$ cat src/hw/miss_cfg.svh
/*
  Cache geometry for the miss handling unit.
  Base sizes and the address field widths derived from them.
*/

`ifndef MISS_CFG_SVH
`define MISS_CFG_SVH

`define CACHE_WAYS        4
`define CACHE_SETS        16
`define CACHE_ADDR_W      20
`define CACHE_WORD_BYTES  4
`define CACHE_BLOCK_WORDS 4

// address layout is {tag, index, block offset}.
`define CACHE_WAY_W    $clog2(`CACHE_WAYS)
`define CACHE_INDEX_W  $clog2(`CACHE_SETS)
`define CACHE_OFFSET_W ($clog2(`CACHE_WORD_BYTES) + $clog2(`CACHE_BLOCK_WORDS))
`define CACHE_TAG_W    (`CACHE_ADDR_W - `CACHE_INDEX_W - `CACHE_OFFSET_W)

`endif

$ cat src/hw/miss_pkg.sv
/*
  Miss handling unit types.
  Opcodes, DMA commands, FSM states and the packed structs that
  carry requests, metadata and DMA commands between blocks.
*/

`include "miss_cfg.svh"

package miss_pkg;

  typedef enum logic [2:0] {
    OP_LD,
    OP_ST,
    OP_AFL,
    OP_AINV,
    OP_AFLINV,
    OP_TAGFL
  } miss_op_e;

  typedef enum logic [2:0] {
    DMA_NOP,
    DMA_SEND_FILL_ADDR,
    DMA_SEND_EVICT_ADDR,
    DMA_SEND_EVICT_DATA,
    DMA_GET_FILL_DATA
  } dma_cmd_e;

  typedef enum logic [3:0] {
    ST_START,
    ST_FLUSH,
    ST_FILL_ADDR,
    ST_EVICT_ADDR,
    ST_EVICT_DATA,
    ST_FILL_DATA,
    ST_RECOVER,
    ST_DONE
  } miss_state_e;

  typedef struct packed {
    logic                                        valid;
    miss_op_e                                    op;
    logic [`CACHE_ADDR_W-1:0]                    addr;
    logic [`CACHE_WAYS-1:0][`CACHE_TAG_W-1:0]    tags;
    logic [`CACHE_WAYS-1:0]                      valid_bits;
    logic [`CACHE_WAYS-1:0]                      tag_hit;
    logic [`CACHE_WAY_W-1:0]                     tag_hit_way;
  } miss_req_s;

  typedef struct packed {
    logic [`CACHE_WAYS-1:0] dirty;
    logic [`CACHE_WAYS-2:0] lru;
  } stat_info_s;

  typedef struct packed {
    logic                    valid;
    logic [`CACHE_TAG_W-1:0] tag;
  } tag_info_s;

  typedef struct packed {
    logic is_flush;
    logic is_inv;
    logic is_tagfl;
    logic is_store;
    logic force_evict;
    logic no_evict;
  } route_s;

  typedef struct packed {
    logic [`CACHE_TAG_W-1:0]   tag;
    logic [`CACHE_INDEX_W-1:0] index;
    logic [`CACHE_WAY_W-1:0]   way;
  } addr_fields_s;

  typedef struct packed {
    dma_cmd_e                 cmd;
    logic [`CACHE_ADDR_W-1:0] addr;
    logic [`CACHE_WAY_W-1:0]  way;
  } dma_req_s;

  typedef struct packed {
    logic                                 stat_v;
    logic                                 stat_w;
    logic [`CACHE_INDEX_W-1:0]            index;
    stat_info_s                           stat_data;
    stat_info_s                           stat_mask;
    logic                                 tag_v;
    logic                                 tag_w;
    tag_info_s [`CACHE_WAYS-1:0]          tag_data;
    tag_info_s [`CACHE_WAYS-1:0]          tag_mask;
  } meta_wr_s;

endpackage

$ cat src/hw/miss_decode.sv
/*
  Request decoder for the miss handling unit.
  Turns the opcode into route flags and cuts the address into
  tag, set index and the way addressed by a TAGFL.
*/

`timescale 1ns/100ps

`include "miss_cfg.svh"

module miss_decode
  import miss_pkg::*;
(
  input  miss_req_s    req_i,
  output route_s       route_o,
  output addr_fields_s fields_o
);

  localparam int OFFSET_W = `CACHE_OFFSET_W;
  localparam int INDEX_W  = `CACHE_INDEX_W;
  localparam int TAG_W    = `CACHE_TAG_W;
  localparam int WAY_W    = `CACHE_WAY_W;

  always_comb begin
    route_o = '0;
    case (req_i.op)
      OP_ST: begin
        route_o.is_store = 1'b1;
      end
      OP_AFL: begin
        route_o.is_flush    = 1'b1;
        route_o.force_evict = 1'b1;
      end
      OP_AINV: begin
        route_o.is_flush = 1'b1;
        route_o.is_inv   = 1'b1;
        route_o.no_evict = 1'b1;
      end
      OP_AFLINV: begin
        route_o.is_flush    = 1'b1;
        route_o.is_inv      = 1'b1;
        route_o.force_evict = 1'b1;
      end
      OP_TAGFL: begin
        route_o.is_flush = 1'b1;
        route_o.is_tagfl = 1'b1;
      end
      default: begin
        // a plain load takes the default fill route.
        route_o = '0;
      end
    endcase
  end

  // for TAGFL the low tag bits name the way directly.
  assign fields_o.tag   = req_i.addr[OFFSET_W+INDEX_W +: TAG_W];
  assign fields_o.index = req_i.addr[OFFSET_W +: INDEX_W];
  assign fields_o.way   = req_i.addr[OFFSET_W+INDEX_W +: WAY_W];

  // the tag-verify stage only sends defined opcodes.
  always_comb begin
    assert final (!req_i.valid ||
                  req_i.op inside {OP_LD, OP_ST, OP_AFL, OP_AINV, OP_AFLINV, OP_TAGFL})
      else $error("miss_decode: illegal opcode %0d", req_i.op);
  end

endmodule

$ cat src/hw/victim_select.sv
/*
  Victim way selection.
  Takes the lowest invalid way if there is one, otherwise walks the
  pseudo-LRU tree. Also forms the MRU update bits for a given way.
*/

`timescale 1ns/100ps

`include "miss_cfg.svh"

module victim_select (
  input  logic [`CACHE_WAYS-1:0]  valid_i,
  input  logic [`CACHE_WAYS-2:0]  lru_i,
  input  logic [`CACHE_WAY_W-1:0] way_i,
  output logic [`CACHE_WAY_W-1:0] victim_o,
  output logic [`CACHE_WAYS-2:0]  mru_bits_o,
  output logic [`CACHE_WAYS-2:0]  mru_mask_o
);

  localparam int WAYS  = `CACHE_WAYS;
  localparam int WAY_W = `CACHE_WAY_W;

  logic [WAY_W-1:0] inv_way;
  logic             inv_found;
  logic [WAY_W-1:0] lru_way;

  // the downward loop leaves the lowest invalid index in inv_way.
  always_comb begin
    inv_way   = '0;
    inv_found = 1'b0;
    for (int i = WAYS - 1; i >= 0; i--) begin
      if (!valid_i[i]) begin
        inv_way   = WAY_W'(i);
        inv_found = 1'b1;
      end
    end
  end

  // tree nodes are heap ordered. Node n has children 2n+1 (lower) and 2n+2 (upper),
  // and a set bit steers toward the upper child.
  always_comb begin
    int node;
    node    = 0;
    lru_way = '0;
    for (int l = 0; l < WAY_W; l++) begin
      lru_way[WAY_W-1-l] = lru_i[node];
      node = 2 * node + 1 + int'(lru_i[node]);
    end
  end

  assign victim_o = inv_found ? inv_way : lru_way;

  // every node on the path to way_i is pointed away from it, the rest stay masked off.
  always_comb begin
    int node;
    node       = 0;
    mru_bits_o = '0;
    mru_mask_o = '0;
    for (int l = 0; l < WAY_W; l++) begin
      mru_bits_o[node] = ~way_i[WAY_W-1-l];
      mru_mask_o[node] = 1'b1;
      node = 2 * node + 1 + int'(way_i[WAY_W-1-l]);
    end
  end

  // a valid line must never be replaced while an empty way is available.
  always_comb begin
    assert final (&valid_i || !valid_i[victim_o])
      else $error("victim_select: valid way %0d chosen over an invalid way", victim_o);
  end

endmodule

$ cat src/hw/miss_fsm.sv
/*
  Miss handling state machine.
  Sequences fill, evict and flush handling, drives the DMA command
  and address, and keeps the chosen and flush ways.
*/

`timescale 1ns/100ps

`include "miss_cfg.svh"

module miss_fsm
  import miss_pkg::*;
(
  input  logic                    clk_i,
  input  logic                    reset_i,
  input  miss_req_s               req_i,
  input  route_s                  route_i,
  input  addr_fields_s            fields_i,
  input  stat_info_s              stat_i,
  input  logic [`CACHE_WAY_W-1:0] victim_i,
  input  logic                    dma_done_i,
  input  logic                    ack_i,
  output miss_state_e             state_o,
  output logic [`CACHE_WAY_W-1:0] chosen_way_o,
  output logic [`CACHE_WAY_W-1:0] flush_way_o,
  output dma_req_s                dma_o,
  output logic                    recover_o,
  output logic                    done_o
);

  localparam int WAY_W    = `CACHE_WAY_W;
  localparam int OFFSET_W = `CACHE_OFFSET_W;
  localparam int ADDR_W   = `CACHE_ADDR_W;

  miss_state_e      state_r;
  miss_state_e      state_n;
  logic [WAY_W-1:0] chosen_way_r;
  logic [WAY_W-1:0] chosen_way_n;
  logic [WAY_W-1:0] flush_way_r;
  logic [WAY_W-1:0] flush_way_n;
  logic [WAY_W-1:0] flush_pick;
  logic [WAY_W-1:0] dma_way;
  logic [ADDR_W-1:0] fill_addr;
  logic [ADDR_W-1:0] evict_addr;
  logic             victim_evict;
  logic             flush_evict;

  // the way registers follow their live pick while the owning state is active.
  assign flush_pick   = route_i.is_tagfl ? fields_i.way : req_i.tag_hit_way;
  assign chosen_way_n = (state_r == ST_FILL_ADDR) ? victim_i : chosen_way_r;
  assign flush_way_n  = (state_r == ST_FLUSH) ? flush_pick : flush_way_r;
  assign dma_way      = route_i.is_flush ? flush_way_n : chosen_way_n;

  // block addresses, always aligned to the start of the block.
  assign fill_addr  = {fields_i.tag, fields_i.index, {OFFSET_W{1'b0}}};
  assign evict_addr = {req_i.tags[dma_way], fields_i.index, {OFFSET_W{1'b0}}};

  assign victim_evict = stat_i.dirty[chosen_way_n] & req_i.valid_bits[chosen_way_n];
  assign flush_evict  = req_i.valid_bits[flush_way_n] & ~route_i.no_evict &
                        (stat_i.dirty[flush_way_n] | route_i.force_evict);

  always_comb begin
    state_n    = state_r;
    dma_o.cmd  = DMA_NOP;
    dma_o.addr = '0;
    dma_o.way  = dma_way;
    case (state_r)
      ST_START: begin
        if (req_i.valid) begin
          state_n = route_i.is_flush ? ST_FLUSH : ST_FILL_ADDR;
        end
      end
      ST_FLUSH: begin
        // metadata is written this cycle by meta_write.
        state_n = flush_evict ? ST_EVICT_ADDR : ST_RECOVER;
      end
      ST_FILL_ADDR: begin
        dma_o.cmd  = DMA_SEND_FILL_ADDR;
        dma_o.addr = fill_addr;
        if (dma_done_i) begin
          state_n = victim_evict ? ST_EVICT_ADDR : ST_FILL_DATA;
        end
      end
      ST_EVICT_ADDR: begin
        dma_o.cmd  = DMA_SEND_EVICT_ADDR;
        dma_o.addr = evict_addr;
        if (dma_done_i) begin
          state_n = ST_EVICT_DATA;
        end
      end
      ST_EVICT_DATA: begin
        dma_o.cmd  = DMA_SEND_EVICT_DATA;
        dma_o.addr = evict_addr;
        if (dma_done_i) begin
          state_n = route_i.is_flush ? ST_RECOVER : ST_FILL_DATA;
        end
      end
      ST_FILL_DATA: begin
        dma_o.cmd  = DMA_GET_FILL_DATA;
        dma_o.addr = fill_addr;
        if (dma_done_i) begin
          state_n = ST_RECOVER;
        end
      end
      ST_RECOVER: begin
        state_n = ST_DONE;
      end
      ST_DONE: begin
        if (ack_i) begin
          state_n = ST_START;
        end
      end
      default: begin
        state_n = ST_START;
      end
    endcase
  end

  always_ff @(posedge clk_i) begin
    if (reset_i) begin
      state_r      <= ST_START;
      chosen_way_r <= '0;
      flush_way_r  <= '0;
    end else begin
      state_r      <= state_n;
      chosen_way_r <= chosen_way_n;
      flush_way_r  <= flush_way_n;
    end
  end

  assign state_o      = state_r;
  assign chosen_way_o = chosen_way_r;
  assign flush_way_o  = flush_way_n;
  assign recover_o    = (state_r == ST_RECOVER);
  assign done_o       = (state_r == ST_DONE);

  // the DMA engine sees a stable command until it signals done.
  a_dma_cmd_hold: assert property (@(posedge clk_i) disable iff (reset_i)
    (dma_o.cmd != DMA_NOP && !dma_done_i) |=> $stable(dma_o.cmd))
    else $error("miss_fsm: DMA command changed before done");

endmodule

$ cat src/hw/meta_write.sv
/*
  Tag and stat memory write formation.
  Issues the stat read on a new request, clears dirty and valid
  bits for flushes, and installs the new line after a fill.
*/

`timescale 1ns/100ps

`include "miss_cfg.svh"

module meta_write
  import miss_pkg::*;
(
  input  miss_state_e             state_i,
  input  miss_req_s               req_i,
  input  route_s                  route_i,
  input  addr_fields_s            fields_i,
  input  logic [`CACHE_WAY_W-1:0] chosen_way_i,
  input  logic [`CACHE_WAY_W-1:0] flush_way_i,
  input  logic [`CACHE_WAYS-2:0]  mru_bits_i,
  input  logic [`CACHE_WAYS-2:0]  mru_mask_i,
  input  logic                    dma_done_i,
  output meta_wr_s                meta_o
);

  localparam int WAYS  = `CACHE_WAYS;
  localparam int TAG_W = `CACHE_TAG_W;

  logic [WAYS-1:0] chosen_oh;
  logic [WAYS-1:0] flush_oh;

  assign chosen_oh = WAYS'(1) << chosen_way_i;
  assign flush_oh  = WAYS'(1) << flush_way_i;

  always_comb begin
    meta_o       = '0;
    meta_o.index = fields_i.index;
    case (state_i)
      ST_START: begin
        // stat data comes back in the following cycle.
        meta_o.stat_v = req_i.valid;
      end
      ST_FLUSH: begin
        // only the dirty bit of the flushed way is touched, lru stays.
        meta_o.stat_v          = 1'b1;
        meta_o.stat_w          = 1'b1;
        meta_o.stat_mask.dirty = flush_oh;
        meta_o.tag_v           = 1'b1;
        meta_o.tag_w           = 1'b1;
        for (int i = 0; i < WAYS; i++) begin
          meta_o.tag_mask[i].valid = route_i.is_inv & flush_oh[i];
        end
      end
      ST_FILL_DATA: begin
        // the new line becomes MRU, and dirty if a store brought it in.
        meta_o.stat_v          = dma_done_i;
        meta_o.stat_w          = 1'b1;
        meta_o.stat_data.dirty = {WAYS{route_i.is_store}};
        meta_o.stat_data.lru   = mru_bits_i;
        meta_o.stat_mask.dirty = chosen_oh;
        meta_o.stat_mask.lru   = mru_mask_i;
        meta_o.tag_v           = dma_done_i;
        meta_o.tag_w           = 1'b1;
        for (int i = 0; i < WAYS; i++) begin
          meta_o.tag_data[i].valid = 1'b1;
          meta_o.tag_data[i].tag   = fields_i.tag;
          meta_o.tag_mask[i].valid = chosen_oh[i];
          meta_o.tag_mask[i].tag   = {TAG_W{chosen_oh[i]}};
        end
      end
      default: begin
        meta_o.stat_v = 1'b0;
      end
    endcase
  end

  // tag memory writes belong to the flush and fill states only.
  always_comb begin
    assert final (!meta_o.tag_w || state_i inside {ST_FLUSH, ST_FILL_DATA})
      else $error("meta_write: tag write in state %s", state_i.name());
  end

endmodule

$ cat src/hw/cache_miss_unit.sv
/*
  Cache miss handling unit.
  Accepts one miss or flush request at a time, picks a victim,
  runs the DMA sequence and updates the tag and stat memories.
*/

`timescale 1ns/100ps

`include "miss_cfg.svh"

module cache_miss_unit
  import miss_pkg::*;
(
  input  logic                    clk_i,
  input  logic                    reset_i,
  input  miss_req_s               req_i,
  input  stat_info_s              stat_i,
  input  logic                    dma_done_i,
  input  logic                    ack_i,
  output dma_req_s                dma_o,
  output meta_wr_s                meta_o,
  output logic [`CACHE_WAY_W-1:0] chosen_way_o,
  output logic                    recover_o,
  output logic                    done_o
);

  route_s                  route;
  addr_fields_s            fields;
  miss_state_e             state;
  logic [`CACHE_WAY_W-1:0] victim;
  logic [`CACHE_WAY_W-1:0] flush_way;
  logic [`CACHE_WAYS-2:0]  mru_bits;
  logic [`CACHE_WAYS-2:0]  mru_mask;

  miss_decode i_miss_decode (
    .req_i    (req_i),
    .route_o  (route),
    .fields_o (fields)
  );

  // MRU bits are built for the registered chosen way used in the fill write.
  victim_select i_victim_select (
    .valid_i    (req_i.valid_bits),
    .lru_i      (stat_i.lru),
    .way_i      (chosen_way_o),
    .victim_o   (victim),
    .mru_bits_o (mru_bits),
    .mru_mask_o (mru_mask)
  );

  miss_fsm i_miss_fsm (
    .clk_i        (clk_i),
    .reset_i      (reset_i),
    .req_i        (req_i),
    .route_i      (route),
    .fields_i     (fields),
    .stat_i       (stat_i),
    .victim_i     (victim),
    .dma_done_i   (dma_done_i),
    .ack_i        (ack_i),
    .state_o      (state),
    .chosen_way_o (chosen_way_o),
    .flush_way_o  (flush_way),
    .dma_o        (dma_o),
    .recover_o    (recover_o),
    .done_o       (done_o)
  );

  meta_write i_meta_write (
    .state_i      (state),
    .req_i        (req_i),
    .route_i      (route),
    .fields_i     (fields),
    .chosen_way_i (chosen_way_o),
    .flush_way_i  (flush_way),
    .mru_bits_i   (mru_bits),
    .mru_mask_i   (mru_mask),
    .dma_done_i   (dma_done_i),
    .meta_o       (meta_o)
  );

endmodule

$ cat config.mk
export PLATFORM = sky130hd
export DESIGN_NAME = cache_miss_unit
export DESIGN_NICKNAME = d
export VERILOG_FILES = /design/src/hw/miss_pkg.sv /design/src/hw/miss_decode.sv /design/src/hw/victim_select.sv /design/src/hw/miss_fsm.sv /design/src/hw/meta_write.sv /design/src/hw/cache_miss_unit.sv
export VERILOG_INCLUDE_DIRS = /design/src /design/src/hw
export SDC_FILE = /design/constraint.sdc
export NUM_CORES = 1
export LEC_CHECK = 0
export BUFFER_PORTS_ARGS = -buffer_cell sky130_fd_sc_hd__clkbuf_2
export CAP_MARGIN = 25
export CORE_AREA = 2 2 95 97
export DETAILED_ROUTE_END_ITERATION = 6
export DIE_AREA = 0 0 97 99
export PLACE_DENSITY = 0.68
export SKIP_LAST_GASP = 1
export SLEW_MARGIN = 20
export SYNTH_ARGS = -nofsm -noshare
export SYNTH_HDL_FRONTEND = slang
export SYNTH_SLANG_ARGS = --single-unit
$ cat constraint.sdc
create_clock -name clk_i -period 3.65 [get_ports clk_i]
set_input_delay 0.1825 -clock clk_i [delete_from_list [all_inputs] [get_ports clk_i]]
set_output_delay 0.1825 -clock clk_i [all_outputs]
set_load 0.02 [all_outputs]
==> reports/metrics.yaml <==
synthesis:
  netlist_top_cells_count: "buf_4 (102), nand2_1 (51), a21oi_1 (28)"
  synth_area_leaders: "buf_4 (30%), mux2i_1 (9.0%), nand2_1 (7.5%), a21oi_1 (5.5%), dfxtp_1 (5.5%)"
  synth_edf_count: 0
  synth_compound_area_frac: 0.214
  async_flop_share: 0
  synth_xor_xnor_area_share: 0.0137
  synth_top_cell_area_share: 0.298
  synth_top_cell_by_area: "buf_4"
  synth_cell_types: 59
  ys_ff_latch: 7
  synthSimpleGateAreaFrac: 0.246
  synthMuxAreaShare: 0.110
  seq_area_frac_synth: 0.0546
  syn_area_sq_mm: 0.00257
  yosysWarnings: 0
  postSynthCellCount: 378
  yosysMostFrequentCell: "buf_4"
  synthAdderAreaFrac: 0
  syn-mean-instance-area_sq_um: 6.79
  synth_top_family_by_area: "buffers and inverters"
  ys.flop_type: "dfxtp_1"
place:
  io_buffers: 235
  hpwl_mm: 7.41
  gp_congestion: 0.889
global_routing:
  grt_pass1_wl_mm: 13.0
  grt_use_total: 0.166
  antenna_found_initial: 0
  grt_overflow: 0
  grt_pass1_vias: 2638
  grt_max_degree: 28
setup_path:
  worstPathMaxFanout: 13
  cp_data_required_time_ns: 3.47
  critPathLaunchType: "flop"
  critical_path_class: "flop to output port"
  cp.arrival_ns: 3.10
  endpoint_kind: "output port"
hold_path:
  hold_class: "input pin to flop"
cts:
  ctsHtreeMaxLevel: 1
  post_cts_buffers: 0
  ctsResizeCount: 0
  clk_latency_ns: 0.23
  cts_hold_buf: 0
  cts_buffers: 3
  cts_tree: "built"
  root_buffer: "clkbuf_8"
  clk_path_buf_depth: 2
  clock-sinks: 7
  cts.clk_slew.worst_paths_ns: 0.04
drt:
  ant_nets: 0
  wl_mm: 8.73
  num_vias: 2934
  dr.pass1.iters: 4
  post_drt_wl_per_cell_um: 14.2
  drc: 0
  vias_per_cell: 4.79
  drt_iter0_drc: 75
sta:
  tns_ns: 0
  worst_pin_slew_ns: 0.715
  fmax_mhz: 304
  finalCritPeriodShare: 0.900
  finalHoldViolCount: 0
  setup_violations: 0
  slew_viol_final: 0
  slew_headroom: 0.511
  rsz0062_at_grt: "false"
  period_needed_ns: 3.29
  finalClockSkew_ns: 0.000928
  hold_slack_ns: 0.250
finish:
  regArea_sq_um: 140
  drive_above_1_share: 0.509
  nFillCells: 946
  area_growth_pct: 21.0
  multiInputGateArea_sq_mm: 0.00151
  num-nets-final: 599
  diodes: 0
floorplanning:
  die_h_um: 99
  die_x_um: 97
  die-area_sq_mm: 0.00960
  io_pins: 248
  rows: 34
  initial_core_util: 0.300
  core_area_sq_mm: 0.00855
job:
  max_cap_violations: 0
pwr:
  ir_drop_uv: 208
  power_density_mw_per_mm2: 468
  leakage_uw: 0.00182
run_status:
  status: "finished clean"
[where the power goes]
group	switching (uW)	internal, uW	leakage [uW]
Combinational	770	433	0.00174
Sequential	38.5	98.6	0.0000574
Clock	37.6	75.9	0.0000228
[state kept, by name (all words and copies together) (netlist names)]
name and count:
i_miss_fsm.flush_way_r 2, i_miss_fsm.chosen_way_o 2, i_miss_fsm.state_o 3
[cells by family (layout without fill, tap and decap cells)]
kind of cell	Yosys count	after routing
buffers and inverters	135	259
AOI/OAI and AO/OA	80	80
other	1	4
muxes	26	26
and+or+nand+nor	125	125
DFF	7	7
xor gates and xnor gates	4	4
[critical path: stages (launching register included)]
cell and delay (ns):
dfxtp_1 0.51, nor3b_2 0.42, nor2_1 0.13, or2_2 0.40
mux2_8 0.41, inv_6 0.17, mux2_4 0.31, a221o_1 0.34
clkbuf_2 0.17
[stage by stage]
stage           util  total power [uW]  instance area [sq um]  setup slack (ns)  std cells
6_report       0.363              1450                   3110             0.365        613
5_1_grt        0.363              1570                   3110             0.184        613
4_1_cts        0.363              1460                   3110             0.372        613
3_5_place_dp   0.358              1350                   3060             0.624        609
3_3_place_gp   0.358              1330                   3060             0.642        609
2_1_floorplan      -              1090                   2580             0.929        381
[worst paths after layout]
kind,start,to,slack (ns),cells after the start
setup / recovery,i_miss_fsm.state_o[0]$_SDFFE_PP0P_,dma_o[16],0.36,8
hold / removal,dma_done_i,i_miss_fsm.state_o[1]$_SDFFE_PP0P_,0.25,2
setup reg to reg,i_miss_fsm.state_o[2]$_SDFFE_PP0P_,i_miss_fsm.state_o[2]$_SDFFE_PP0P_,1.36,6
hold reg to reg,i_miss_fsm.flush_way_r[1]$_SDFF_PP0_,i_miss_fsm.flush_way_r[1]$_SDFF_PP0_,0.68,3
[per-layer routing]
metal  track usage  wire length [um]  share of wire
met1         0.191              3300           0.38
met2         0.315              4510           0.52
met3        0.0241               730          0.084
met4        0.0531               191          0.022
met5             0                 0              0
[cells in the final DEF (no fill, tap or decap), types with 3 or more instances in the layout]
cell	netlist	final
clkbuf_8	0	3
conb_1	1	4
nor2b_1	3	3
clkbuf_2	0	235
o21ai_0	12	12
nand2_1	51	51
o211ai_1	13	13
mux2i_1	23	23
nand3_1	5	5
nand3b_1	3	3
dfxtp_1	7	7
inv_1	15	15
a21oi_1	28	28
buf_4	102	4
and2_1	20	20
nor2_1	18	18
nor3_1	4	4
o22ai_1	3	3
[cell type report]
| cell class | count | area share |
|---|---|---|
| well taps | 108 | 0.0435 |
| repair buffers | 239 | 0.388 |
| clock buffers | 4 | 0.0145 |
| flip-flops and latches | 7 | 0.0451 |
| inverters | 16 | 0.0210 |
| multi-input cells | 239 | 0.488 |
Note: power is estimated with default switching activity, not from simulation.
